==> src/zmem_params.svh <==
`ifndef ZMEM_PARAMS_SVH
`define ZMEM_PARAMS_SVH

// z80 bus widths
`define ZMEM_ZA_W 16
`define ZMEM_ZD_W 8

// paging port, low address byte
`define ZMEM_PORT_LO 8'hF7

// dram geometry
`define ZMEM_WA_W 21
`define ZMEM_DD_W 16
`define ZMEM_RA_W 10
`define ZMEM_PAGE_W 8
`define ZMEM_ROMPG_W 5

// rom pages occupy the last 32 ram pages
`define ZMEM_ROM_BASE_PAGE 8'hE0

// dram phase lengths in fclk cycles
`define ZMEM_T_RAS 2
`define ZMEM_T_CAS 2
`define ZMEM_T_PRE 1
`define ZMEM_CNT_W 3

`endif
==> src/zmem_pkg.sv <==
`default_nettype none

`include "zmem_params.svh"

package zmem_pkg;

	////////////////////////////////////////////////////////////
	// z80 side request
	////////////////////////////////////////////////////////////

	// is_mem clear means a write to the paging port
	typedef struct packed {
		logic [`ZMEM_ZA_W-1:0] addr;
		logic                  rnw;
		logic [`ZMEM_ZD_W-1:0] wdata;
		logic                  is_mem;
	} cpu_req_t;

	// one page byte, read as a ram page or as a rom page
	typedef union packed {
		logic [`ZMEM_PAGE_W-1:0] ram;
		struct packed {
			logic [`ZMEM_PAGE_W-`ZMEM_ROMPG_W-1:0] unused;
			logic [`ZMEM_ROMPG_W-1:0]              page;
		} rom;
	} page_reg_u;

	typedef struct packed {
		page_reg_u page;
		logic      romnram;
	} win_state_t;

	////////////////////////////////////////////////////////////
	// dram side request
	////////////////////////////////////////////////////////////

	// drop marks a rom write, acked with no dram cycle
	typedef struct packed {
		logic [`ZMEM_WA_W-1:0] waddr;
		logic                  rnw;
		logic [1:0]            bsel;
		logic [`ZMEM_DD_W-1:0] wdata;
		logic                  drop;
	} dram_req_t;

endpackage

`default_nettype wire

==> src/zmem_top.sv <==
`default_nettype none

`include "zmem_params.svh"

module zmem_top (
	input  logic                   fclk,
	input  logic                   arst_n,

	// z80
	input  logic                   mreq_n,
	input  logic                   iorq_n,
	input  logic                   rd_n,
	input  logic                   wr_n,
	input  logic                   m1_n,
	input  logic [`ZMEM_ZA_W-1:0]  a,
	input  logic [`ZMEM_ZD_W-1:0]  d_in,
	output logic [`ZMEM_ZD_W-1:0]  d_out,
	output logic                   d_oe,
	output logic                   wait_n,

	// dram
	output logic [`ZMEM_RA_W-1:0]  ra,
	output logic [`ZMEM_DD_W-1:0]  rd_out,
	output logic                   rd_oe,
	input  logic [`ZMEM_DD_W-1:0]  rd_in,
	output logic                   rwe_n,
	output logic                   rucas_n,
	output logic                   rlcas_n,
	output logic                   rras0_n,
	output logic                   rras1_n
);
	import zmem_pkg::*;

	logic                  bus_req;
	logic                  bus_ack;
	logic [`ZMEM_ZD_W-1:0] bus_rdata;
	cpu_req_t              bus_cmd;
	logic                  mem_req;
	logic                  mem_ack;
	logic [`ZMEM_DD_W-1:0] mem_rdata;
	dram_req_t             mem_cmd;

	zbus_sampler zbus_i (
		.fclk(fclk), .arst_n(arst_n),
		.mreq_n(mreq_n), .iorq_n(iorq_n), .rd_n(rd_n), .wr_n(wr_n), .m1_n(m1_n),
		.a(a), .d_in(d_in), .d_out(d_out), .d_oe(d_oe), .wait_n(wait_n),
		.bus_req(bus_req), .bus_cmd(bus_cmd), .bus_ack(bus_ack), .bus_rdata(bus_rdata)
	);

	win_pager pager_i (
		.fclk(fclk), .arst_n(arst_n),
		.bus_req(bus_req), .bus_cmd(bus_cmd), .bus_ack(bus_ack), .bus_rdata(bus_rdata),
		.mem_req(mem_req), .mem_cmd(mem_cmd), .mem_ack(mem_ack), .mem_rdata(mem_rdata)
	);

	dram_seq dram_i (
		.fclk(fclk), .arst_n(arst_n),
		.mem_req(mem_req), .mem_cmd(mem_cmd), .mem_ack(mem_ack), .mem_rdata(mem_rdata),
		.ra(ra), .rd_out(rd_out), .rd_oe(rd_oe), .rd_in(rd_in), .rwe_n(rwe_n),
		.rucas_n(rucas_n), .rlcas_n(rlcas_n), .rras0_n(rras0_n), .rras1_n(rras1_n)
	);

endmodule

`default_nettype wire

==> src/dram_seq.sv <==
`default_nettype none

`include "zmem_params.svh"

module dram_seq (
	input  logic                   fclk,
	input  logic                   arst_n,

	// from the pager
	input  logic                   mem_req,
	input  zmem_pkg::dram_req_t    mem_cmd,
	output logic                   mem_ack,
	output logic [`ZMEM_DD_W-1:0]  mem_rdata,

	// dram pins
	output logic [`ZMEM_RA_W-1:0]  ra,
	output logic [`ZMEM_DD_W-1:0]  rd_out,
	output logic                   rd_oe,
	input  logic [`ZMEM_DD_W-1:0]  rd_in,
	output logic                   rwe_n,
	output logic                   rucas_n,
	output logic                   rlcas_n,
	output logic                   rras0_n,
	output logic                   rras1_n
);
	import zmem_pkg::*;

	typedef enum logic [2:0] {D_IDLE, D_RAS, D_CAS, D_ACK, D_PRE} state_t;

	state_t                 state;
	logic [`ZMEM_CNT_W-1:0] cnt;
	logic [`ZMEM_RA_W-1:0]  row;
	logic [`ZMEM_RA_W-1:0]  col;
	logic                   last;

	assign row  = mem_cmd.waddr[19:10];
	assign col  = mem_cmd.waddr[9:0];
	assign last = (cnt == '0);

	// row is on the pins before ras falls, column one cycle ahead of cas
	assign ra = (state == D_CAS || (state == D_RAS && last)) ? col : row;

	always_ff @(posedge fclk)
	begin
		if (state == D_IDLE && mem_req)
			rd_out <= mem_cmd.wdata;
		if (state == D_CAS && last && mem_cmd.rnw)
			mem_rdata <= rd_in;
	end

	////////////////////////////////////////////////////////////
	// ras/cas sequencer
	////////////////////////////////////////////////////////////

	always_ff @(posedge fclk or negedge arst_n)
	begin
		if (!arst_n)
		begin
			state   <= D_IDLE;
			cnt     <= '0;
			mem_ack <= 1'b0;
			rd_oe   <= 1'b0;
			rwe_n   <= 1'b1;
			rucas_n <= 1'b1;
			rlcas_n <= 1'b1;
			rras0_n <= 1'b1;
			rras1_n <= 1'b1;
		end
		else
		begin
			case (state)
			D_IDLE:
				if (mem_req && mem_cmd.drop)
				begin
					mem_ack <= 1'b1;
					state   <= D_ACK;
				end
				else if (mem_req)
				begin
					// bit 20 selects the ras bank
					rras0_n <= mem_cmd.waddr[20];
					rras1_n <= !mem_cmd.waddr[20];
					rwe_n   <= mem_cmd.rnw;
					rd_oe   <= !mem_cmd.rnw;
					cnt     <= `ZMEM_CNT_W'(`ZMEM_T_RAS - 1);
					state   <= D_RAS;
				end
			D_RAS:
				if (last)
				begin
					// reads pull both lanes, writes only the chosen one
					rucas_n <= !(mem_cmd.rnw || mem_cmd.bsel[1]);
					rlcas_n <= !(mem_cmd.rnw || mem_cmd.bsel[0]);
					cnt     <= `ZMEM_CNT_W'(`ZMEM_T_CAS - 1);
					state   <= D_CAS;
				end
				else
					cnt <= cnt - 1'b1;
			D_CAS:
				if (last)
				begin
					rucas_n <= 1'b1;
					rlcas_n <= 1'b1;
					rras0_n <= 1'b1;
					rras1_n <= 1'b1;
					rwe_n   <= 1'b1;
					rd_oe   <= 1'b0;
					mem_ack <= 1'b1;
					state   <= D_ACK;
				end
				else
					cnt <= cnt - 1'b1;
			D_ACK:
				if (!mem_req)
				begin
					mem_ack <= 1'b0;
					cnt     <= `ZMEM_CNT_W'(`ZMEM_T_PRE - 1);
					state   <= D_PRE;
				end
			D_PRE:
				if (last)
					state <= D_IDLE;
				else
					cnt <= cnt - 1'b1;
			default:
				state <= D_IDLE;
			endcase
		end
	end

	a_cas_under_ras: assert property (@(posedge fclk) disable iff (!arst_n)
		!(rucas_n && rlcas_n) |-> !(rras0_n && rras1_n));

endmodule

`default_nettype wire

==> src/win_pager.sv <==
`default_nettype none

`include "zmem_params.svh"

module win_pager (
	input  logic                   fclk,
	input  logic                   arst_n,

	// from the bus sampler
	input  logic                   bus_req,
	input  zmem_pkg::cpu_req_t     bus_cmd,
	output logic                   bus_ack,
	output logic [`ZMEM_ZD_W-1:0]  bus_rdata,

	// towards the dram sequencer
	output logic                   mem_req,
	output zmem_pkg::dram_req_t    mem_cmd,
	input  logic                   mem_ack,
	input  logic [`ZMEM_DD_W-1:0]  mem_rdata
);
	import zmem_pkg::*;

	typedef enum logic [1:0] {P_IDLE, P_MEM, P_DONE} state_t;

	state_t                  state;
	win_state_t              win [4];
	win_state_t              cur;
	logic [1:0]              win_sel;
	logic [`ZMEM_PAGE_W-1:0] phys_page;
	dram_req_t               xlat;

	// window number is a15..a14 for both kinds of access
	assign win_sel = bus_cmd.addr[15:14];
	assign cur     = win[win_sel];

	assign phys_page = cur.romnram ?
		`ZMEM_ROM_BASE_PAGE + `ZMEM_PAGE_W'(cur.page.rom.page) : cur.page.ram;

	always_comb
	begin
		xlat.waddr = {phys_page, bus_cmd.addr[13:1]};
		xlat.rnw   = bus_cmd.rnw;
		xlat.bsel  = bus_cmd.addr[0] ? 2'b10 : 2'b01;
		xlat.wdata = {bus_cmd.wdata, bus_cmd.wdata};
		xlat.drop  = cur.romnram && !bus_cmd.rnw;
	end

	always_ff @(posedge fclk)
	begin
		if (state == P_IDLE && bus_req && bus_cmd.is_mem)
			mem_cmd <= xlat;
		if (state == P_MEM && mem_ack)
			bus_rdata <= mem_cmd.bsel[1] ? mem_rdata[15:8] : mem_rdata[7:0];
	end

	////////////////////////////////////////////////////////////
	// page registers and request sequencing
	////////////////////////////////////////////////////////////

	always_ff @(posedge fclk or negedge arst_n)
	begin
		if (!arst_n)
		begin
			state   <= P_IDLE;
			bus_ack <= 1'b0;
			mem_req <= 1'b0;
			// every window starts as rom page 0
			for (int i = 0; i < 4; i++)
			begin
				win[i].page.ram <= '0;
				win[i].romnram  <= 1'b1;
			end
		end
		else
		begin
			case (state)
			P_IDLE:
				if (bus_req && !bus_cmd.is_mem)
				begin
					win[win_sel].page.ram <= bus_cmd.wdata;
					win[win_sel].romnram  <= bus_cmd.wdata[7];
					bus_ack <= 1'b1;
					state   <= P_DONE;
				end
				else if (bus_req && !mem_ack)
				begin
					mem_req <= 1'b1;
					state   <= P_MEM;
				end
			P_MEM:
				if (mem_ack)
				begin
					mem_req <= 1'b0;
					bus_ack <= 1'b1;
					state   <= P_DONE;
				end
			P_DONE:
				if (!bus_req)
				begin
					bus_ack <= 1'b0;
					state   <= P_IDLE;
				end
			default:
				state <= P_IDLE;
			endcase
		end
	end

	a_req_follows_bus: assert property (@(posedge fclk) disable iff (!arst_n)
		$rose(mem_req) |-> bus_req && $past(bus_req));

endmodule

`default_nettype wire

==> src/zbus_sampler.sv <==
`default_nettype none

`include "zmem_params.svh"

module zbus_sampler (
	input  logic                   fclk,
	input  logic                   arst_n,

	// z80 bus
	input  logic                   mreq_n,
	input  logic                   iorq_n,
	input  logic                   rd_n,
	input  logic                   wr_n,
	input  logic                   m1_n,
	input  logic [`ZMEM_ZA_W-1:0]  a,
	input  logic [`ZMEM_ZD_W-1:0]  d_in,
	output logic [`ZMEM_ZD_W-1:0]  d_out,
	output logic                   d_oe,
	output logic                   wait_n,

	// towards the pager
	output logic                   bus_req,
	output zmem_pkg::cpu_req_t     bus_cmd,
	input  logic                   bus_ack,
	input  logic [`ZMEM_ZD_W-1:0]  bus_rdata
);
	import zmem_pkg::*;

	typedef enum logic [1:0] {S_IDLE, S_REQ, S_HOLD} state_t;

	state_t state;
	logic   mem_start;
	logic   io_start;
	logic   all_high;

	assign mem_start = !mreq_n && (!rd_n || !wr_n);
	// port write only, int ack has m1 low
	assign io_start  = !iorq_n && !wr_n && m1_n && (a[7:0] == `ZMEM_PORT_LO);
	assign all_high  = mreq_n && iorq_n && rd_n && wr_n;

	// command latched once at the start of a z80 cycle
	always_ff @(posedge fclk)
	begin
		if (state == S_IDLE && (mem_start || io_start))
		begin
			bus_cmd.addr   <= a;
			bus_cmd.rnw    <= wr_n;
			bus_cmd.wdata  <= d_in;
			bus_cmd.is_mem <= mem_start;
		end
	end

	always_ff @(posedge fclk)
	begin
		if (state == S_REQ && bus_ack)
			d_out <= bus_rdata;
	end

	////////////////////////////////////////////////////////////
	// cycle catcher and handshake
	////////////////////////////////////////////////////////////

	always_ff @(posedge fclk or negedge arst_n)
	begin
		if (!arst_n)
		begin
			state   <= S_IDLE;
			bus_req <= 1'b0;
			wait_n  <= 1'b1;
			d_oe    <= 1'b0;
		end
		else
		begin
			case (state)
			S_IDLE:
				if (mem_start || io_start)
				begin
					state   <= S_REQ;
					bus_req <= 1'b1;
					wait_n  <= 1'b0;
				end
			S_REQ:
				if (bus_ack)
				begin
					state   <= S_HOLD;
					bus_req <= 1'b0;
					wait_n  <= 1'b1;
					d_oe    <= bus_cmd.is_mem && bus_cmd.rnw && !rd_n;
				end
			S_HOLD:
			begin
				if (rd_n)
					d_oe <= 1'b0;
				// strobes must be seen high before the next cycle
				if (all_high && !bus_ack)
					state <= S_IDLE;
			end
			default:
				state <= S_IDLE;
			endcase
		end
	end

	a_cmd_stable: assert property (@(posedge fclk) disable iff (!arst_n)
		bus_req && !bus_ack |=> $stable(bus_cmd));

endmodule

`default_nettype wire

==> config.mk <==
export PLATFORM = sky130hd
export DESIGN_NAME = zmem_top
export DESIGN_NICKNAME = d
export VERILOG_FILES = /design/src/zmem_pkg.sv /design/src/zmem_top.sv /design/src/dram_seq.sv /design/src/win_pager.sv /design/src/zbus_sampler.sv
export VERILOG_INCLUDE_DIRS = /design/src /design/src/src
export SDC_FILE = /design/constraint.sdc
export NUM_CORES = 1
export LEC_CHECK = 0
export BUFFER_PORTS_ARGS = -buffer_cell sky130_fd_sc_hd__buf_2
export CAP_MARGIN = 20
export CORE_MARGIN = 3
export CORE_UTILIZATION = 40
export DETAILED_ROUTE_END_ITERATION = 7
export PLACE_DENSITY = 0.6
export SLEW_MARGIN = 10
export SYNTH_ARGS = -nofsm -noshare
export SYNTH_HDL_FRONTEND = slang
export SYNTH_HIERARCHICAL = 1
export SYNTH_SLANG_ARGS = --single-unit
==> constraint.sdc <==
create_clock -name fclk -period 4.6 [get_ports fclk]
set_input_delay 0.46 -clock fclk [delete_from_list [all_inputs] [get_ports fclk]]
set_output_delay 0.46 -clock fclk [all_outputs]
set_load 0.05 [all_outputs]
==> results.json <==
{
  "cts_setup_buffers": 0,
  "clock_skew_ps": 6.17,
  "rr_endpoint": "dram_i/mem_rdata[8]",
  "wirelength_um": 11500,
  "grt_antenna_before_repair": 0,
  "grt_pass1_wl_um": 18700,
  "max_cap_violations": 0,
  "p_switching_w": 0.00160,
  "cts_max_level": 4,
  "outcome": "finished clean",
  "design.core.area_mm2": 0.0154,
  "critical_path.max_fanout": 11,
  "netlist-cell-type-count": 54,
  "r2r_start": "dram_i/cnt[0]",
  "netlist.top_cell.by_area": "edfxtp_1",
  "rows": 45,
  "routed-via-count": 3325,
  "die_h_um": 132,
  "r2r_cells": 5,
  "r2r_slack_ps": 2160,
  "cts_resized": 0,
  "powerDensity_mw_per_mm2": 657,
  "grt_overflow": 0,
  "area.growth.synth_to_final_pct": 18.8,
  "slew_violations": 0,
  "drt_pre_antenna_iters": 5,
  "grt_pass1_vias": 3525,
  "netlist_top_cells_count": "edfxtp_1 (107), mux2_2 (54), dfrtp_1 (48), nor2_1 (12)",
  "synth-seq-cells": 165,
  "grt_use_total_pct": 13.8,
  "worst-setup-path-type": "register to output pin",
  "synth_warnings": 6,
  "wl_per_cell_um": 16.8,
  "synth_compound_area_share_pct": 4.81,
  "layout.nets": 507,
  "syn_nets": 413,
  "synth_edf_count": 107,
  "fin_crit_ps": 3130,
  "start_util_pct": 41.5,
  "synthAdderAreaFrac_pct": 0.391,
  "fill_cells": 1320,
  "place_ws_ps": 1910,
  "fin_ws_ps": 1470,
  "cts_buffers": 17,
  "cts_hold_buf": 0,
  "fin_cells": 682,
  "yosysMostFrequentCell": "edfxtp_1",
  "ys_seq_area_share_pct": 73.1,
  "path_cells": "inv_1 > ha_1 > nand2b_1 > or2_4 > a21oi_4 > mux2_2 > buf_2",
  "ant_nets": 0,
  "synth-xor-area-share_pct": 0.137,
  "p_int_w": 0.00340,
  "finalCritPeriodShare_pct": 67.9,
  "register_area_mm2": 0.00468,
  "hold_viol_final": 0,
  "multiInputGateArea_mm2": 0.00159,
  "place_inst": 650,
  "slew-limit-headroom_pct": 39.0,
  "routed_via_density": 4.88,
  "cts_tree": "built",
  "cpLargestDelayFamily": "simple AND/OR/NAND/NOR gates",
  "drt-initial-drc-count": 143,
  "drive_above_1_share_pct": 44.6,
  "cp-end-kind": "output pin",
  "avgSynthCellArea_um2": 17.6,
  "path_clk_slew_ps": 60,
  "power_frac_seq_pct": 45.9,
  "io-pin-count": 89,
  "clkLatencyLatePin_ps": 420,
  "fmax_ghz": 0.320,
  "synth_top_family_by_area": "multiplexers",
  "synthesis.area_mm2": 0.00640,
  "arrival_ps": 2670,
  "cts_buffer_depth": 2,
  "switching_share_pct": 31.9,
  "setup_viol": 0,
  "synth_top_area_share_pct": 50.2,
  "portBuffers": 88,
  "synth_simple_gate_area_share_pct": 6.63,
  "fin_tns_setup_ps": 0,
  "grt_max_degree": 59,
  "rsz0062_at_grt": "no",
  "clock_sinks": 165,
  "hpwl_um": 7780,
  "drc": 0,
  "die_x_um": 132,
  "critPathRequiredTime_ps": 4140,
  "n_antenna_cell": 0,
  "synth_flop_cell": "edfxtp_1",
  "leakage_nw": 2.93,
  "tightestPinTransition_ps": 915,
  "cp_slowest_cell": "dfrtp_1",
  "critPathBufInv": 2,
  "peakVddDrop_v": 0.000283,
  "synthMuxAreaShare_pct": 12.8,
  "critPathLaunchType": "register",
  "netlist_instances": 364,
  "critical_path.max_stage_delay_ps": 410,
  "place_congestion": 0.813,
  "async_reset_ff_share_pct": 35.2,
  "pwr-share-comb_pct": 26.8,
  "clockPowerShare_pct": 27.3,
  "design.die.area_mm2": 0.0175,
  "cts_root_buffer": "clkbuf_16",
  "synthTopCellsByArea": "edfxtp_1 (50%), dfrtp_1 (19%), mux2_2 (9.5%)",
  "hold_class": "primary input to asynchronous set/reset pin"
}
-- worst reg2reg max path, delay by kind of cell (launching register included) --
kind | cells | cell delay [ps]
adders and majority gates | 1 | 160
buffers and inverters | 1 | 100
and+or+nand+nor | 3 | 1400
DFF | 1 | 410
-- per-layer routing --
| metal | track usage [%] | wire [um] | vias up | part of all wire (%) |
|---|---|---|---|---|
| met5 | 0 | 0 | - | 0 |
| li1 | - | - | 1566 | - |
| met1 | 18.5 | 5290 | 1668 | 46 |
| met2 | 21.3 | 5530 | 72 | 48 |
| met3 | 4.37 | 471 | 19 | 4.1 |
| met4 | 5.14 | 200 | 0 | 1.7 |
-- cells by family (layout without fill, tap and decap cells) --
family                   after synthesis  count (layout)
buffers and inverters                 24             131
flip-flops                           165             165
multiplexers                          64              64
AO/OA/AOI/OAI                         41              41
XOR/XNOR                               1               1
AND/OR/NAND/NOR                       67              67
adder cells (fa/ha/maj)                2               2
-- how the worst max path moves through the flow --
stage | from | endpoint | slack, ps | depth (start not counted)
after floorplan | zbus_i/bus_cmd[0] | pager_i/mem_cmd[0] | 1330 | 2
after global placement | dram_i/cnt[0] | ra[7] | 1990 | 7
after detailed placement | dram_i/cnt[0] | ra[4] | 1910 | 7
after CTS | dram_i/cnt[0] | ra[4] | 1450 | 7
after global routing | dram_i/cnt[0] | ra[4] | 1280 | 7
final | dram_i/cnt[0] | ra[4] | 1470 | 7
-- power by group through the flow --
stage	Sequential, W	Combinational [W]	Clock (W)
5_1_grt	0.00234	0.00145	0.00147
6_report	0.00229	0.00134	0.00136
2_1_floorplan	0.00238	0.000962	0
4_1_cts	0.00230	0.00135	0.00140
3_5_place_dp	0.00232	0.00135	0
3_3_place_gp	0.00230	0.00131	0
-- cells in the final DEF (no fill, tap or decap), types with 4 or more instances in the layout --
cell type   Yosys  routed
nand2_1        10      10
nor3_1          5       4
mux4_2          9       9
inv_1           8       8
edfxtp_1      107     107
a21oi_1         5       5
o21ai_0         9       9
clkbuf_16       0      17
clkinvlp_4      0       4
buf_2           3      88
nor2_1         12      12
dfrtp_1        48      48
dfstp_2        10      10
nand2b_1       11      11
nor2b_1         4       4
nand3_1         4       4
mux2_2         54      54
-- area by class of cell --
cell class	instances	share of cell area, %
Clock buffer	20	5.87
Clock inverter	12	1.73
Inverter	8	0.395
Multi-Input combinational cell	175	20.9
Sequential cell	165	61.5
Tap cell	211	3.47
Timing Repair Buffer	91	6.09
-- sequential cells by signal (all words and copies together) (netlist names), 3 cells and up --
| signal | cells |
|---|---|
| dram_i/cnt | 3 |
| dram_i/mem_rdata | 16 |
| dram_i/rd_out | 16 |
| dram_i/state | 3 |
| pager_i/bus_rdata | 8 |
| pager_i/mem_cmd | 33 |
| pager_i/win | 36 |
| zbus_i/bus_cmd | 26 |
| zbus_i/d_out | 8 |
-- stage by stage --
stage	area, um^2	hold slack (ps)	power, W	util, %
2_1_floorplan	6400	164	0.00334	-
3_3_place_gp	7030	401	0.00361	45.5
3_5_place_dp	7030	405	0.00367	45.5
4_1_cts	7600	188	0.00505	49.3
5_1_grt	7600	183	0.00527	49.3
6_report	7600	190	0.00499	49.3
No activity file was read; power rests on OpenSTA's default activity.
